## src/rtl/periph_map_pkg.sv

```systemverilog
package periph_map_pkg;

    // ----------------------------------------
    // bus widths
    // ----------------------------------------
    // byte address of the register bus
    localparam int AddrWidth = 16;
    localparam int DataWidth = 32;
    // region field starts here, bits below are the in-unit offset
    localparam int RegionLsb = 8;

    // ----------------------------------------
    // region numbers
    // ----------------------------------------
    localparam int RegionGpio      = 0;
    localparam int RegionIrq       = 1;
    // timer i lives at RegionTimerBase + i
    localparam int RegionTimerBase = 2;

    // timer count bounds
    localparam int MaxTimers        = 8;
    localparam int DefaultNumTimers = 4;

    // ----------------------------------------
    // register offsets
    // ----------------------------------------
    // gpio
    localparam logic [RegionLsb-1:0] OffsLeds     = 8'h00;
    localparam logic [RegionLsb-1:0] OffsSwitches = 8'h04;
    // interrupt controller
    localparam logic [RegionLsb-1:0] OffsPending  = 8'h00;
    localparam logic [RegionLsb-1:0] OffsEnable   = 8'h04;
    localparam logic [RegionLsb-1:0] OffsClaim    = 8'h08;
    // timer
    localparam logic [RegionLsb-1:0] OffsCtrl     = 8'h00;
    localparam logic [RegionLsb-1:0] OffsCompare  = 8'h04;
    localparam logic [RegionLsb-1:0] OffsCount    = 8'h08;

    // timer ctrl fields: enable in bit 0, prescale in bits 3:1
    localparam int CtrlEnableBit      = 0;
    localparam int CtrlPrescaleLsb    = 1;
    localparam int CtrlPrescaleWidth  = 3;

    // board io widths
    localparam int LedWidth    = 8;
    localparam int SwitchWidth = 8;

endpackage

```

## src/rtl/periph_bus_pkg.sv

```systemverilog
package periph_bus_pkg;

    // ----------------------------------------
    // master side of the register bus
    // ----------------------------------------
    // single-cycle request strobe, no back-pressure
    typedef struct packed {
        logic                                valid;
        logic                                write;
        logic [periph_map_pkg::AddrWidth-1:0] addr;
        logic [periph_map_pkg::DataWidth-1:0] wdata;
    } reg_req_t;

    // response comes exactly one cycle after the request
    typedef struct packed {
        logic                                valid;
        logic [periph_map_pkg::DataWidth-1:0] rdata;
        logic                                error;
    } reg_resp_t;

    // ----------------------------------------
    // unit side, after region decode
    // ----------------------------------------
    // only the in-region offset is kept
    typedef struct packed {
        logic                                valid;
        logic                                write;
        logic [periph_map_pkg::RegionLsb-1:0] offset;
        logic [periph_map_pkg::DataWidth-1:0] wdata;
    } unit_req_t;

    // registered read data of one unit
    typedef logic [periph_map_pkg::DataWidth-1:0] unit_rdata_t;

endpackage

```

## src/rtl/region_decoder.sv

```systemverilog
`timescale 1ns/1ns

module region_decoder #(
    parameter int NumTimers = periph_map_pkg::DefaultNumTimers
) (
    input  logic                        clk_i,
    input  logic                        reset_i,
    input  periph_bus_pkg::reg_req_t    req_i,
    output periph_bus_pkg::unit_req_t   gpio_req_o,
    output periph_bus_pkg::unit_req_t   irq_req_o,
    output periph_bus_pkg::unit_req_t   timer_req_o [NumTimers],
    input  periph_bus_pkg::unit_rdata_t gpio_rdata_i,
    input  periph_bus_pkg::unit_rdata_t irq_rdata_i,
    input  periph_bus_pkg::unit_rdata_t timer_rdata_i [NumTimers],
    output periph_bus_pkg::reg_resp_t   resp_o
);
    import periph_map_pkg::*;
    import periph_bus_pkg::*;

    localparam int NumRegions = RegionTimerBase + NumTimers;
    // sized for the largest build so the select never truncates
    localparam int SelWidth   = $clog2(RegionTimerBase + MaxTimers);

    logic [AddrWidth-RegionLsb-1:0] region;
    logic                           mapped;
    unit_req_t                      unit_req;
    logic                           resp_valid_q;
    logic                           resp_error_q;
    logic [SelWidth-1:0]            sel_q;
    unit_rdata_t                    rdata_mux;

    // ----------------------------------------
    // request side
    // ----------------------------------------
    assign region = req_i.addr[AddrWidth-1:RegionLsb];
    assign mapped = (region < NumRegions);

    // common fields, valid filled in per unit
    assign unit_req = '{
        valid:  1'b0,
        write:  req_i.write,
        offset: req_i.addr[RegionLsb-1:0],
        wdata:  req_i.wdata
    };

    always_comb begin
        gpio_req_o       = unit_req;
        gpio_req_o.valid = req_i.valid && (region == RegionGpio);
        irq_req_o        = unit_req;
        irq_req_o.valid  = req_i.valid && (region == RegionIrq);
    end

    // one strobe per timer region
    for (genvar i = 0; i < NumTimers; i++) begin : gen_timer_req
        always_comb begin
            timer_req_o[i]       = unit_req;
            timer_req_o[i].valid = req_i.valid && (region == RegionTimerBase + i);
        end
    end

    // remember who answers next cycle
    always_ff @(posedge clk_i) begin
        if (reset_i) begin
            resp_valid_q <= 1'b0;
            resp_error_q <= 1'b0;
            sel_q        <= '0;
        end else begin
            resp_valid_q <= req_i.valid;
            if (req_i.valid) begin
                resp_error_q <= !mapped;
                sel_q        <= mapped ? region[SelWidth-1:0] : '0;
            end
        end
    end

    // ----------------------------------------
    // response side
    // ----------------------------------------
    always_comb begin
        rdata_mux = '0;
        if (sel_q == SelWidth'(RegionGpio)) begin
            rdata_mux = gpio_rdata_i;
        end
        if (sel_q == SelWidth'(RegionIrq)) begin
            rdata_mux = irq_rdata_i;
        end
        for (int i = 0; i < NumTimers; i++) begin
            if (sel_q == SelWidth'(RegionTimerBase + i)) begin
                rdata_mux = timer_rdata_i[i];
            end
        end
    end

    // unmapped regions answer zero data
    assign resp_o.valid = resp_valid_q;
    assign resp_o.rdata = resp_error_q ? '0 : rdata_mux;
    assign resp_o.error = resp_error_q;

endmodule

```

## src/rtl/timer_unit.sv

```systemverilog
`timescale 1ns/1ns

module timer_unit (
    input  logic                        clk_i,
    input  logic                        reset_i,
    input  periph_bus_pkg::unit_req_t   unit_req_i,
    output periph_bus_pkg::unit_rdata_t rdata_o,
    output logic                        irq_o
);
    import periph_map_pkg::*;
    import periph_bus_pkg::*;

    logic                         wr_en;
    logic                         enable_q;
    logic [CtrlPrescaleWidth-1:0] prescale_q;
    logic [CtrlPrescaleWidth-1:0] presc_cnt_q;
    logic [DataWidth-1:0]         compare_q;
    logic [DataWidth-1:0]         count_q;
    logic                         tick;
    logic                         match;
    unit_rdata_t                  rdata_d;
    unit_rdata_t                  rdata_q;

    assign wr_en = unit_req_i.valid && unit_req_i.write;

    // ----------------------------------------
    // prescaler and counter
    // ----------------------------------------
    // wrap of the prescaler advances the count
    // >= covers a prescale lowered while running
    assign tick  = enable_q && (presc_cnt_q >= prescale_q);
    assign match = tick && (count_q == compare_q);

    always_ff @(posedge clk_i) begin
        if (reset_i) begin
            enable_q    <= 1'b0;
            prescale_q  <= '0;
            presc_cnt_q <= '0;
            compare_q   <= '0;
            count_q     <= '0;
        end else begin
            // prescaler parked at zero while disabled
            if (!enable_q || tick) begin
                presc_cnt_q <= '0;
            end else begin
                presc_cnt_q <= presc_cnt_q + 1'b1;
            end
            // back to zero on compare match
            if (match) begin
                count_q <= '0;
            end else if (tick) begin
                count_q <= count_q + 1'b1;
            end
            // bus writes override the advance
            if (wr_en) begin
                case (unit_req_i.offset)
                    OffsCtrl: begin
                        enable_q   <= unit_req_i.wdata[CtrlEnableBit];
                        prescale_q <= unit_req_i.wdata[CtrlPrescaleLsb +: CtrlPrescaleWidth];
                    end
                    OffsCompare: compare_q <= unit_req_i.wdata;
                    OffsCount:   count_q   <= unit_req_i.wdata;
                    default: ;
                endcase
            end
        end
    end

    // ----------------------------------------
    // read path
    // ----------------------------------------
    always_comb begin
        rdata_d = '0;
        case (unit_req_i.offset)
            OffsCtrl: begin
                rdata_d[CtrlEnableBit]                          = enable_q;
                rdata_d[CtrlPrescaleLsb +: CtrlPrescaleWidth]   = prescale_q;
            end
            OffsCompare: rdata_d = compare_q;
            OffsCount:   rdata_d = count_q;
            default:     rdata_d = '0;
        endcase
    end

    // sampled on the strobe, valid next cycle
    always_ff @(posedge clk_i) begin
        if (unit_req_i.valid) begin
            rdata_q <= rdata_d;
        end
    end

    assign rdata_o = rdata_q;
    // one cycle per match, straight from registers
    assign irq_o   = match;

endmodule

```

## src/rtl/irq_controller.sv

```systemverilog
`timescale 1ns/1ns

module irq_controller #(
    parameter int NumTimers = periph_map_pkg::DefaultNumTimers
) (
    input  logic                        clk_i,
    input  logic                        reset_i,
    input  periph_bus_pkg::unit_req_t   unit_req_i,
    output periph_bus_pkg::unit_rdata_t rdata_o,
    input  logic [NumTimers-1:0]        sources_i,
    output logic                        irq_o
);
    import periph_map_pkg::*;
    import periph_bus_pkg::*;

    // claim id is index + 1, zero means none
    localparam int IdxWidth = $clog2(NumTimers + 1);

    logic [NumTimers-1:0] pending_q;
    logic [NumTimers-1:0] enable_q;
    logic [NumTimers-1:0] active;
    logic [NumTimers-1:0] claim_clr;
    logic [IdxWidth-1:0]  claim_id;
    logic                 claim_rd;
    logic                 irq_q;
    unit_rdata_t          rdata_d;
    unit_rdata_t          rdata_q;

    assign active   = pending_q & enable_q;
    assign claim_rd = unit_req_i.valid && !unit_req_i.write && (unit_req_i.offset == OffsClaim);

    // ----------------------------------------
    // claim selection
    // ----------------------------------------
    // walk down so the lowest index is kept last
    always_comb begin
        claim_id  = '0;
        claim_clr = '0;
        for (int i = NumTimers - 1; i >= 0; i--) begin
            if (active[i]) begin
                claim_id     = IdxWidth'(i + 1);
                claim_clr    = '0;
                claim_clr[i] = 1'b1;
            end
        end
        // only a claim read clears anything
        if (!claim_rd) begin
            claim_clr = '0;
        end
    end

    // pending set beats claim clear on the same bit
    always_ff @(posedge clk_i) begin
        if (reset_i) begin
            pending_q <= '0;
            enable_q  <= '0;
            irq_q     <= 1'b0;
        end else begin
            pending_q <= (pending_q & ~claim_clr) | sources_i;
            irq_q     <= |active;
            if (unit_req_i.valid && unit_req_i.write && unit_req_i.offset == OffsEnable) begin
                enable_q <= unit_req_i.wdata[NumTimers-1:0];
            end
        end
    end

    // ----------------------------------------
    // read path
    // ----------------------------------------
    always_comb begin
        case (unit_req_i.offset)
            OffsPending: rdata_d = DataWidth'(pending_q);
            OffsEnable:  rdata_d = DataWidth'(enable_q);
            OffsClaim:   rdata_d = DataWidth'(claim_id);
            default:     rdata_d = '0;
        endcase
    end

    always_ff @(posedge clk_i) begin
        if (unit_req_i.valid) begin
            rdata_q <= rdata_d;
        end
    end

    assign rdata_o = rdata_q;
    assign irq_o   = irq_q;

endmodule

```

## src/rtl/gpio_port.sv

```systemverilog
`timescale 1ns/1ns

module gpio_port (
    input  logic                                  clk_i,
    input  logic                                  reset_i,
    input  periph_bus_pkg::unit_req_t             unit_req_i,
    output periph_bus_pkg::unit_rdata_t           rdata_o,
    output logic [periph_map_pkg::LedWidth-1:0]    leds_o,
    input  logic [periph_map_pkg::SwitchWidth-1:0] dip_switches_i
);
    import periph_map_pkg::*;
    import periph_bus_pkg::*;

    logic [LedWidth-1:0]    leds_q;
    logic [SwitchWidth-1:0] sw_meta_q;
    logic [SwitchWidth-1:0] sw_sync_q;
    unit_rdata_t            rdata_q;

    // led register, cleared on reset
    always_ff @(posedge clk_i) begin
        if (reset_i) begin
            leds_q <= '0;
        end else if (unit_req_i.valid && unit_req_i.write && unit_req_i.offset == OffsLeds) begin
            leds_q <= unit_req_i.wdata[LedWidth-1:0];
        end
    end

    // two-flop synchronizer, switches are asynchronous
    always_ff @(posedge clk_i) begin
        sw_meta_q <= dip_switches_i;
        sw_sync_q <= sw_meta_q;
    end

    // read data, zero-extended
    always_ff @(posedge clk_i) begin
        if (unit_req_i.valid) begin
            case (unit_req_i.offset)
                OffsLeds:     rdata_q <= DataWidth'(leds_q);
                OffsSwitches: rdata_q <= DataWidth'(sw_sync_q);
                default:      rdata_q <= '0;
            endcase
        end
    end

    assign rdata_o = rdata_q;
    assign leds_o  = leds_q;

endmodule

```

## src/rtl/periph_top.sv

```systemverilog
`timescale 1ns/1ns

module periph_top #(
    parameter int NumTimers = periph_map_pkg::DefaultNumTimers
) (
    input  logic                                  clk_i,
    input  logic                                  reset_i,
    input  periph_bus_pkg::reg_req_t              req_i,
    output periph_bus_pkg::reg_resp_t             resp_o,
    output logic                                  irq_o,
    output logic [periph_map_pkg::LedWidth-1:0]    leds_o,
    input  logic [periph_map_pkg::SwitchWidth-1:0] dip_switches_i
);
    import periph_bus_pkg::*;

    // per-unit request and read data
    unit_req_t            gpio_req;
    unit_req_t            irq_req;
    unit_req_t            timer_req [NumTimers];
    unit_rdata_t          gpio_rdata;
    unit_rdata_t          irq_rdata;
    unit_rdata_t          timer_rdata [NumTimers];
    // timer pulses into the interrupt controller
    logic [NumTimers-1:0] timer_irq;

    // ----------------------------------------
    // decode and response
    // ----------------------------------------
    region_decoder #(
        .NumTimers ( NumTimers )
    ) i_region_decoder (
        .clk_i         ( clk_i       ),
        .reset_i       ( reset_i     ),
        .req_i         ( req_i       ),
        .gpio_req_o    ( gpio_req    ),
        .irq_req_o     ( irq_req     ),
        .timer_req_o   ( timer_req   ),
        .gpio_rdata_i  ( gpio_rdata  ),
        .irq_rdata_i   ( irq_rdata   ),
        .timer_rdata_i ( timer_rdata ),
        .resp_o        ( resp_o      )
    );

    // ----------------------------------------
    // units
    // ----------------------------------------
    gpio_port i_gpio_port (
        .clk_i          ( clk_i          ),
        .reset_i        ( reset_i        ),
        .unit_req_i     ( gpio_req       ),
        .rdata_o        ( gpio_rdata     ),
        .leds_o         ( leds_o         ),
        .dip_switches_i ( dip_switches_i )
    );

    // single external interrupt target
    irq_controller #(
        .NumTimers ( NumTimers )
    ) i_irq_controller (
        .clk_i      ( clk_i     ),
        .reset_i    ( reset_i   ),
        .unit_req_i ( irq_req   ),
        .rdata_o    ( irq_rdata ),
        .sources_i  ( timer_irq ),
        .irq_o      ( irq_o     )
    );

    for (genvar i = 0; i < NumTimers; i++) begin : gen_timer
        timer_unit i_timer_unit (
            .clk_i      ( clk_i          ),
            .reset_i    ( reset_i        ),
            .unit_req_i ( timer_req[i]   ),
            .rdata_o    ( timer_rdata[i] ),
            .irq_o      ( timer_irq[i]   )
        );
    end

endmodule

```

## config.mk

```make
export PLATFORM = sky130hd
export DESIGN_NAME = periph_top
export DESIGN_NICKNAME = d
export VERILOG_FILES = /design/src/rtl/periph_map_pkg.sv /design/src/rtl/periph_bus_pkg.sv /design/src/rtl/region_decoder.sv /design/src/rtl/timer_unit.sv /design/src/rtl/irq_controller.sv /design/src/rtl/gpio_port.sv /design/src/rtl/periph_top.sv
export SDC_FILE = /design/constraint.sdc
export NUM_CORES = 1
export LEC_CHECK = 0
export BUFFER_PORTS_ARGS = -buffer_cell sky130_fd_sc_hd__buf_2
export CAP_MARGIN = 30
export CORE_UTILIZATION = 35
export CTS_CLUSTER_DIAMETER = 150
export CTS_CLUSTER_SIZE = 12
export DETAILED_ROUTE_END_ITERATION = 12
export RECOVER_POWER = 50
export SKIP_CTS_REPAIR_TIMING = 1
export SYNTH_ARGS = -nofsm -noshare
export SYNTH_HDL_FRONTEND = slang
export SYNTH_SLANG_ARGS = --single-unit
```

## constraint.sdc

```tcl
create_clock -name clk_i -period 5.53 [get_ports clk_i]
set_input_delay 0 -clock clk_i [delete_from_list [all_inputs] [get_ports clk_i]]
set_output_delay 0 -clock clk_i [all_outputs]
set_load 0.02 [all_outputs]
```

=== Yosys cells after proc, flatten, opt, wreduce, memory -nomap -nowiden ===
Cells that the tools add are included.

* Register bits: 515
* Input bits: 60
* Output and inout bits: 43
* Logic and storage cells: 161

* Add/sub/neg operators: 8
* Magnitude comparators: 5
* Eq/ne operators: 16
* Mux-type cells: 43
* Bitwise operators: 4
* Reduce and logical (&&, ||, !) cells: 50

{| class="wikitable"
|+ Operators by type and width
! kind !! count
|-
| 32-bit two-way mux || 23
|-
| 28-bit one-hot mux with 2 select lines || 4
|-
| 32-bit by 1-bit adder with 32-bit output, second input constant || 4
|-
| 32-bit == test || 4
|-
| 4-bit one-hot mux with 3 select lines || 5
|-
| 8-bit by 3-bit == test with 1-bit output, second input constant || 3
|-
| 1-bit logical AND || 24
|-
| 4-bit two-way mux || 6
|-
| 8-bit by 2-bit == test with 1-bit output, second input constant || 2
|-
| 8-bit zero test || 2
|-
| 8-bit one-hot mux with 2 select lines || 1
|-
| 2-bit AND reduction || 8
|-
| 3-bit by 1-bit adder with 3-bit output, second input constant || 4
|-
| 3-bit >= comparator || 4
|-
| 3-bit two-way mux || 4
|-
| 4-bit bitwise AND || 2
|-
| 4-bit by 2-bit == test with 1-bit output, second input constant || 2
|-
| 4-bit by 3-bit == test with 1-bit output, second input constant || 2
|-
| 8-bit by 1-bit == test with 1-bit output, second input constant || 1
|-
| 8-bit by 4-bit == test with 1-bit output, second input constant || 1
|-
| 8-bit by 3-bit < comparator with 1-bit output, second input constant || 1
|-
| 2-bit OR reduction || 4
|-
| 1-bit zero test || 6
|-
| 4-bit by 1-bit == test with 1-bit output, second input constant || 1
|-
| other kinds (5) || 8
|}

=== Longest topological paths before layout ===
Gate-level depths: netlist of run 1.

* Word-level depth: 9
* Depth in mapped cells: 10
* Mapped depth without buffers: 8

=== Cells and area by module ===
From an unflattened synthesis of run 1, not the netlist that was laid out.

* Cell total of the unflattened synthesis: 2874
* Area, all modules: 26157.6 µm²

{| class="wikitable"
|+ Modules (own cells, without submodules)
! module !! instances !! cells each !! area an instance (µm²) !! sequential area each (µm²)
|-
| timer_unit (gen_timer[0].i_timer_unit ...) || 2 || 540 || 5038.6 || 2382.3
|-
| timer_unit (gen_timer[2].i_timer_unit) || 1 || 530 || 5082.4 || 2382.3
|-
| timer_unit (gen_timer[3].i_timer_unit) || 1 || 514 || 4974.8 || 2382.3
|-
| region_decoder || 1 || 545 || 3896.2 || 120.1
|-
| gpio_port || 1 || 105 || 1251.2 || 720.7
|-
| irq_controller || 1 || 100 || 875.8 || 300.3
|}

=== Worst setup path before layout of run 1 ===
OpenSTA, ideal clock, no wires.

* Path kind: input -> register
* Start: input req_i[47] (netlist bit)
* End: register gen_timer[1].i_timer_unit.compare_q[10]
* Data arrival time: 2859 ps
* Slack: 2538 ps
* Cell stages on the path: 7
* Cell sequence: nor4_1 > nand4_1 > nor2_1 > nand3_1 > clkbuf_1 > nand2_1 > a21oi_1

* Word-level cells in the longest chain between the ends: 4

{| class="wikitable"
|+ RTL lines
! what !! RTL line !! text
|-
| start, declared || periph_top.sv:8 || <nowiki>input periph_bus_pkg::reg_req_t req_i,</nowiki>
|-
| 8-bit by 2-bit == test with 1-bit output || region_decoder.sv:57 || <nowiki>timer_req_o[i].valid = req_i.valid && (region == RegionTimerBase + i);</nowiki>
|-
| 1-bit logical AND || region_decoder.sv:57 ||
|-
| 1-bit logical AND || timer_unit.sv:24 || <nowiki>assign wr_en = unit_req_i.valid && unit_req_i.write;</nowiki>
|-
| 2-bit AND reduction (no source line) || - ||
|-
| end signal, assigned || timer_unit.sv:61 || <nowiki>OffsCompare: compare_q <= unit_req_i.wdata;</nowiki>
|-
| end, declared || timer_unit.sv:17 || <nowiki>logic [DataWidth-1:0] compare_q;</nowiki>
|}

No other way between the ends.
A chain may end at the register's enable or synchronous reset.

=== Worst setup path in the final report of run 1 ===
* Start: input reset_i
* End: register gen_timer[2].i_timer_unit.presc_cnt_q[0]

* Word-level cells in the longest chain between the ends: 1

{| class="wikitable"
|+ RTL lines
! what !! RTL line !! text
|-
| start, declared || periph_top.sv:7 || <nowiki>input logic reset_i,</nowiki>
|-
| 2-bit OR reduction (no source line) || - ||
|-
| end signal, assigned || timer_unit.sv:46 || <nowiki>presc_cnt_q <= presc_cnt_q + 1'b1;</nowiki>
|-
| end, declared || timer_unit.sv:16 || <nowiki>logic [CtrlPrescaleWidth-1:0] presc_cnt_q;</nowiki>
|}

No other way between the ends.

==> flow_summary.toml, run 1 <==
[logic_synthesis]
synth_fp_nets = 2492
syn_inst = 2412
synthSimpleGateAreaFrac_pct = 19.7
synth_cell_type_count = 67
ys.flop_type = "dfxtp_1"
synth-edff-count = 140
async_flop_share_pct = 0
avgSynthCellArea_um2 = 9.26
netlist_area_um2 = 22300
synth_top_family_by_area = "simple AND/OR/NAND/NOR gates"
synthXorXnorAreaFrac_pct = 9.84
synthMuxAreaShare_pct = 3.99
synth-seq-cells = 463
synth_fa_ha_area_share_pct = 1.12
synth-seq-area-share_pct = 47.8
yosysWarnings = 0
synth_compound_area_share_pct = 13.6

[global_route]
grt_util_met3_pct = 2.98
use_met1_pct = 32.0
antenna_found_initial = 1
grt_usage_pct = 23.2
busiest_layer = "met2"
use_met2_pct = 37.4
grt_max_degree = 91
grt_pass1_vias = 17400
overflow = 0
grt_first_pass_wirelength_um = 112000

[drt]
drt-pass1-iter-count = 6
drtIter0Drc = 2035
routed_via_density = 5.54
postRouteAntennaNets = 0
avgRoutedWirePerCell_um = 22.8
drc = 0
routed_wl_um = 76200
vias = 18500

[finish]
final_util_pct = 39.9
post-route-cell-area_um2 = 25200
drive_gt1_share_pct = 8.31
most-common-layout-cells = "nand2_1, dfxtp_1, a21oi_1"
n_antenna_cell = 0
final_common_cell = "nand2_1"
fin_nets = 2538
areaGrowthSynthToFinish_pct = 12.6

[die]
die-area_um2 = 64800
placementRows = 92
core_um2 = 63100
io_pins = 103
die_h_um = 255
dieWidth_um = 255
initial_utilization_pct = 35.4

[timing]
rsz0062_at_grt = "no"
worst_pin_slew_ns = 3.89
finalSetupTns_ns = 0
post-route-min-period_ns = 4.08
hold_viol = 7
skew_ns = 0.0154
post-route-period-util_pct = 73.9
setup_violations = 0
max_freq_mhz = 245
slew_violations = 272
slew-limit-headroom_pct = -159
holdWs_ns = -0.0710

[hold_path]
min_from = "req_i[43]"
hp-class = "in -> reg"

[clock_tree]
cts_buffers = 44
clk_latency_ns = 0.58
ctsLongestPathBuffers = 3
clock-sinks = 463
cts.clk_slew.worst_paths_ns = 0.06
cts_max_level = 2
root_buffer = "clkbuf_16"
cts_tree = "done"

[pwr]
p_per_area_nw_per_um2 = 262
p_leak_uw = 0.00868
total_power_uw = 6590
peakVddDrop_mv = 0.201

[worst_setup_path]
max_stage_delay_ns = 2.77
worst_setup_path_start_kind = "input pin"
arrival_ns = 4.55
critPathMaxFanout = 90
crit_type = "in -> reg"
cp_top_family = "buffers and inverters"
crit_buf_inv = 3
critPathLaunch = "reset_i"
r2r-start = "gen_timer[0].i_timer_unit.prescale_q[2]"
slowest_stage = "clkbuf_1"
cp-end-kind = "register"
crit_chain = "dlygate4sd3_1, buf_6, clkbuf_1, or3b_2, nor2_1"
worstPathRequired_ns = 5.99

[place]
place_area_um2 = 23500
io_buffer_count = 102
gp_congestion = 0.950
dp_hpwl_um = 54100

[flow_run]
max_cap_viol_count = 7

[status]
status = "complete, but fails checks"
violations = "hold timing, capacitance limit, slew limit"
[per-layer routing]
layer | part of all wire (%) | vias up
met4 | 3.4 | 0
met3 | 7.6 | 123
met5 | 0 | -
met2 | 46 | 763
li1 | - | 8650
met1 | 43 | 8946
[per-stage QoR]
stage	worst slack, ns	std cells
2_1_floorplan	2.54	2412
3_3_place_gp	2.08	3212
3_5_place_dp	2.11	3213
4_1_cts	2.07	3292
5_1_grt	1.30	3337
6_report	1.45	3337
[power by group]
group          internal [uW]  leakage [uW]  total, uW  switching, uW
combinational           69.3       0.00439        256            187
sequential              3480       0.00369       3490           3.16
clock                   1520      0.000594       2840           1320
total                   5080       0.00868       6590           1510
[layout make-up]
| type | instances | area [um^2] |
|---|---|---|
| sequential | 463 | 10700 |
| inverter | 28 | 105 |
| tap | 846 | 1060 |
| clock inverter | 1 | 7.51 |
| fill | 6332 | 37900 |
| timing repair buffer | 184 | 1210 |
| clock buffer | 78 | 1250 |
| multi-input combinational | 1737 | 10900 |
[synth_stat cells (4+ instances only)]
| cell | number | area share (%) |
|---|---|---|
| nand3_1 | 84 | 1.9 |
| nand2_1 | 385 | 6.5 |
| nor2b_1 | 7 | 0.20 |
| dfxtp_1 | 323 | 29 |
| nand4b_1 | 5 | 0.20 |
| mux2i_1 | 79 | 3.5 |
| nor3_2 | 8 | 0.36 |
| xor2_1 | 149 | 5.8 |
| nand2b_1 | 29 | 0.81 |
| and3_1 | 25 | 0.70 |
| and2_1 | 4 | 0.11 |
| o22ai_1 | 50 | 1.4 |
| nor3_1 | 25 | 0.56 |
| o21ai_0 | 46 | 1.0 |
| ha_1 | 20 | 1.1 |
| xnor2_1 | 102 | 4.0 |
| o32ai_1 | 9 | 0.35 |
| mux4_2 | 4 | 0.40 |
| and4_1 | 19 | 0.74 |
| buf_2 | 38 | 0.85 |
| a22o_1 | 112 | 4.4 |
| inv_1 | 27 | 0.45 |
| a21oi_1 | 191 | 4.3 |
| clkbuf_1 | 124 | 2.1 |
| nand3b_1 | 5 | 0.17 |
| buf_4 | 6 | 0.20 |
| or3_1 | 23 | 0.64 |
| o21ai_1 | 5 | 0.11 |
| or4_1 | 4 | 0.13 |
| a222oi_1 | 8 | 0.36 |
| nor2_2 | 4 | 0.11 |
| nor4_1 | 35 | 0.98 |
| edfxtp_1 | 140 | 19 |
| nor2_1 | 178 | 3.0 |
| nand4_1 | 56 | 1.6 |
| buf_1 | 12 | 0.20 |
| a221oi_1 | 24 | 0.94 |
[registers in the layout, indices dropped and copies added, names as in the netlist, 4 cells and up]
| register | flops |
|---|---|
| i_gpio_port.sw_sync_q | 8 |
| i_gpio_port.leds_o | 8 |
| i_irq_controller.rdata_o | 4 |
| gen_timer.i_timer_unit.presc_cnt_q | 12 |
| i_irq_controller.enable_q | 4 |
| gen_timer.i_timer_unit.enable_q | 4 |
| gen_timer.i_timer_unit.rdata_o | 128 |
| i_region_decoder.sel_q | 4 |
| i_gpio_port.rdata_o | 8 |
| gen_timer.i_timer_unit.compare_q | 128 |
| i_irq_controller.pending_q | 4 |
| gen_timer.i_timer_unit.prescale_q | 12 |
| i_gpio_port.sw_meta_q | 8 |
| gen_timer.i_timer_unit.count_q | 128 |
[worst paths after layout]
path | to | slack (ns) | depth (start not counted)
setup / recovery | gen_timer[2].i_timer_unit.presc_cnt_q[0] | 1.45 | 5
hold / removal | i_region_decoder.sel_q[0] | -0.07 | 4
setup reg to reg | gen_timer[0].i_timer_unit.count_q[8] | 2.24 | 9
hold reg to reg | i_gpio_port.sw_sync_q[7] | 0.33 | 0
[worst register-to-register path: stages, from the launching register on]
cell     delay [ns]
dfxtp_1        0.35
inv_1          0.05
ha_1           0.29
nand2_1        0.07
o21ai_1        0.58
nand2_1        0.34
nor3_1         0.25
buf_4          0.25
or3_1          0.73
o22ai_1        0.22
[cells by family after synthesis]
| group | count (synthesis) |
|---|---|
| simple gates | 919 |
| compound gates | 463 |
| flops | 463 |
| xor+xnor | 251 |
| buf+inv | 212 |
| mux | 84 |
| fa+ha+maj | 20 |
Note: power is estimated with default switching activity, not from simulation.
==> run 2: changes to the inputs <==
==> constraint.sdc (replaced) <==
create_clock -name clk_i -period 3.8 [get_ports clk_i]
set_input_delay 0 -clock clk_i [delete_from_list [all_inputs] [get_ports clk_i]]
set_output_delay 0 -clock clk_i [all_outputs]
set_load 0.02 [all_outputs]
==> flow_summary.toml, run 2 (synthesis results as in run 1) <==
[global_route]
grt_pass1_vias = 17500
grt_usage_pct = 22.7
antenna_found_initial = 0
grt_max_degree = 98
grt_first_pass_wirelength_um = 110000
overflow = 0

[pwr]
p_per_area_nw_per_um2 = 382
power_frac_comb_pct = 3.8
p_int_uw = 7430
total_power_uw = 9660
p_leak_uw = 0.00876
peakVddDrop_mv = 0.303
p_sw_share_pct = 23.0
clock_power_share_pct = 43.6
p_seq_share_pct = 52.7
p_sw_uw = 2220

[place]
place_area_um2 = 23600
gp_congestion = 0.916
io_buffer_count = 102
dp_hpwl_um = 53500

[clock_tree]
cts_buffers = 44
cts_max_level = 2
clk_latency_ns = 0.60
root_buffer = "clkbuf_16"
ctsLongestPathBuffers = 3
cts.clk_slew.worst_paths_ns = 0.06
clock-sinks = 463
cts_tree = "done"

[die]
initial_utilization_pct = 35.4
io_pins = 103
placementRows = 92
die_h_um = 255
dieWidth_um = 255
core_um2 = 63100
die-area_um2 = 64800

[flow_run]
max_cap_viol_count = 5

[timing]
max_freq_mhz = 304
slew_violations = 176
post-route-min-period_ns = 3.29
hold_viol = 0
worst_pin_slew_ns = 2.22
setup_violations = 0
slew-limit-headroom_pct = -48.2
rsz0062_at_grt = "no"
post-route-period-util_pct = 86.5
skew_ns = 0.0290
finalSetupTns_ns = 0

[worst_setup_path]
arrival_ns = 3.73
worst_setup_path_start_kind = "input pin"
worstPathRequired_ns = 4.24
cp-end-kind = "register"
critPathMaxFanout = 56
crit_type = "in -> reg"

[finish]
drive_gt1_share_pct = 8.74
n_antenna_cell = 0
most-common-layout-cells = "nand2_1, dfxtp_1, a21oi_1"
final_common_cell = "nand2_1"
post-route-cell-area_um2 = 25300
fin_nets = 2552
n_fill_cell = 6332
areaGrowthSynthToFinish_pct = 13.3

[drt]
routed_via_density = 5.57
wl_met2_um = 33800
met3WireLength_um = 5870
avgRoutedWirePerCell_um = 22.2
drc = 0
route.top_layer_used = "met4"
postRouteAntennaNets = 0
drt-pass1-iter-count = 5
met1_length_um = 32000
routed_wl_um = 74500
drtIter0Drc = 1747
vias = 18700

[status]
status = "complete, but fails checks"
violations = "capacitance limit, slew limit"

[hold_path]
hp-class = "in -> reg"
-- run 2: cell types whose count changed in the layout (fill, tap and decap cells not counted), moves of 2 or more --
| cell | previous run | this run |
|---|---|---|
| dlygate4sd3_1 | 45 | 49 |
| buf_4 | 29 | 37 |
| buf_2 | 88 | 90 |
| clkbuf_2 | 1 | 3 |
| clkbuf_1 | 52 | 50 |
-- run 2: path summary, 6_finish.rpt --
kind                            slack (ns)  depth (start not counted)                            startpoint                                    end
worst min register to register        0.32                          0              i_gpio_port.sw_meta_q[4]               i_gpio_port.sw_sync_q[4]
worst max register to register        0.78                          7  gen_timer[0].i_timer_unit.count_q[3]   gen_timer[0].i_timer_unit.count_q[6]
worst max-delay path                  0.51                          6                             req_i[39]  gen_timer[2].i_timer_unit.rdata_o[14]
worst min-delay path                  0.04                          2                     dip_switches_i[0]               i_gpio_port.sw_meta_q[0]
-- run 2: layout make-up --
cell class                 instances  area (um^2)  area share, %
clock inverter                     2         23.8         0.0939
multi-input combinational       1737        10900           42.9
clock buffer                      78         1270           5.02
timing repair buffer             198         1320           5.22
sequential                       463        10700           42.2
inverter                          28          105          0.415
tap                              846         1060           4.18
-- run 2: metrics by stage --
| step | worst slack, ns | hold slack [ns] | util (%) | instances |
|---|---|---|---|---|
| finish | 0.512 | 0.0440 | 40.1 | 3352 |
| global route | 0.454 | 0.0525 | 40.1 | 3352 |
| CTS | 0.775 | -0.517 | 39.4 | 3303 |
| detailed placement | 0.776 | 0.104 | 37.4 | 3223 |
| global placement | 0.762 | 0.103 | 37.4 | 3223 |
| floorplan | 0.808 | 0.0277 | - | 2412 |
-- run 2: power groups by stage --
| stage | combinational (uW) | sequential [uW] | clock, uW |
|---|---|---|---|
| CTS | 320 | 5090 | 4270 |
| finish | 363 | 5080 | 4210 |
| global route | 377 | 5080 | 4440 |
| global placement | 318 | 5200 | 0 |
| floorplan | 158 | 5180 | 0 |
| detailed placement | 319 | 5200 | 0 |
-- run 2: routing by layer --
metal  track usage (%)  vias to the layer above
met1              31.0                     9088
met3              3.10                      122
met4              9.32                        0
met5                 0                        -
li1                  -                     8664
met2              35.9                      808
-- run 2: worst max-delay path, stage by stage --
cell and delay, ns:
buf_2 0.10, or4_1 0.62, nor3_1 0.29, clkbuf_1 1.07, clkbuf_2 1.22, a22o_1 0.36
==> run 3: changes to the inputs <==
==> constraint.sdc (replaced) <==
create_clock -name clk_i -period 2.7 [get_ports clk_i]
set_input_delay 0 -clock clk_i [delete_from_list [all_inputs] [get_ports clk_i]]
set_output_delay 0 -clock clk_i [all_outputs]
set_load 0.02 [all_outputs]
==> flow_summary.toml, run 3 (synthesis results as in run 1) <==
[global_route]
grt_max_degree = 69
grt_pass1_vias = 18000
use_met1_pct = 31.2
grt_first_pass_wirelength_um = 114000
use_met2_pct = 38.2
grt_util_met3_pct = 2.97
grt_usage_pct = 23.4
antenna_found_initial = 1
busiest_layer = "met2"
overflow = 0

[die]
initial_utilization_pct = 35.4
dieWidth_um = 255
core_um2 = 63100
die_h_um = 255
io_pins = 103
placementRows = 92
die-area_um2 = 64800

[place]
io_buffer_count = 102
dp_hpwl_um = 55300
gp_congestion = 0.949
dp_cells = 3261

[clock_tree]
root_buffer = "clkbuf_16"
ctsLongestPathBuffers = 3
clk_latency_ns = 0.60
cts_buffers = 44
cts.clk_slew.worst_paths_ns = 0.07
cts_tree = "done"
cts_max_level = 2
clock-sinks = 463

[worst_setup_path]
worstSetupEndpoint = "resp_o[19]"
cp-end-kind = "primary output"
critPathLaunch = "i_region_decoder.sel_q[1]"
worstPathRequired_ns = 2.70
critPathMaxFanout = 32
arrival_ns = 2.56
reg2reg_to = "gen_timer[3].i_timer_unit.count_q[5]"
crit_type = "reg -> out"
ff2ff_setup_slack_ns = 0.28
worst_setup_path_start_kind = "register"
r2r-start = "gen_timer[3].i_timer_unit.presc_cnt_q[0]"
rr_worst_depth = 8

[finish]
fin_nets = 2584
areaGrowthSynthToFinish_pct = 14.5
drive_gt1_share_pct = 10.1
final_util_pct = 40.6
n_fill_cell = 6308
seqCellArea_um2 = 10700
most-common-layout-cells = "nand2_1, dfxtp_1, a21oi_1"
n_antenna_cell = 0
multi_input_area_um2 = 10900
final_common_cell = "nand2_1"
final_cells = 3385

[timing]
slew-limit-headroom_pct = -6.87
hold_viol = 3
post-route-min-period_ns = 2.56
skew_ns = 0.0302
setup_violations = 0
worst_pin_slew_ns = 1.60
post-route-period-util_pct = 94.7
rsz0062_at_grt = "no"
max_freq_mhz = 391
slew_violations = 62
holdWs_ns = -0.0310

[pwr]
p_leak_uw = 0.00892
p_per_area_nw_per_um2 = 532
peakVddDrop_mv = 0.367
total_power_uw = 13600

[drt]
postRouteAntennaNets = 0
drtIter0Drc = 1604
routed_via_density = 5.51
avgRoutedWirePerCell_um = 22.6
vias = 18700
routed_wl_um = 76400
drc = 0
drt-pass1-iter-count = 5

[status]
violations = "hold timing, capacitance limit, slew limit"
status = "complete, but fails checks"

[hold_path]
hp-class = "in -> reg"

[flow_run]
max_cap_viol_count = 1
[run 3: worst min path at each step]
| stage | from | endpoint | slack (ns) | depth (start not counted) |
|---|---|---|---|---|
| after CTS | dip_switches_i[1] | i_gpio_port.sw_meta_q[1] | -0.51 | 1 |
| after global routing | req_i[35] | i_irq_controller.rdata_o[2] | 0.002 | 4 |
| after global placement | dip_switches_i[2] | i_gpio_port.sw_meta_q[2] | 0.10 | 1 |
| after floorplan | dip_switches_i[0] | i_gpio_port.sw_meta_q[0] | 0.03 | 0 |
| after detailed placement | dip_switches_i[1] | i_gpio_port.sw_meta_q[1] | 0.10 | 1 |
| final | req_i[43] | i_region_decoder.resp_error_q | -0.03 | 5 |
[run 3: per-layer routing]
| metal | vias up | share of wire [%] |
|---|---|---|
| li1 | 8727 | - |
| met1 | 9060 | 43 |
| met2 | 733 | 46 |
| met3 | 141 | 7.2 |
| met4 | 2 | 4.0 |
| met5 | - | 0.0092 |
[run 3: power breakdown]
group          switching [uW]  total [uW]  internal [uW]  leakage (uW)
registers                6.87        7140           7140       0.00369
clock network            2740        5930           3190      0.000613
logic                     385         541            156       0.00461
[run 3: through the flow]
stage,worst slack (ns),instance area (um^2),hold slack (ns),TNS (ns)
floorplan,-0.292,22300,0.0277,-19.88
global placement,0.324,24000,0.104,0
detailed placement,0.302,24000,0.104,0
CTS,-0.123,25300,-0.509,-0.360
global route,0.0717,25600,0.00245,0
finish,0.144,25600,-0.0310,0
[run 3: critical path, stage by stage, from the launching register on]
cell      delay, ns
dfxtp_2        0.51
buf_4          0.20
nor4b_2        0.05
buf_4          0.27
a221oi_1       0.65
nor2_1         0.09
buf_2          0.18
[run 3: layout make-up]
class	count	area share [%]
clock buffers	79	4.98
clock inverters	2	0.0929
inverters	28	0.411
multi-input cells	1737	42.4
flip-flops and latches	463	41.7
well taps	846	4.14
repair buffers	230	6.22
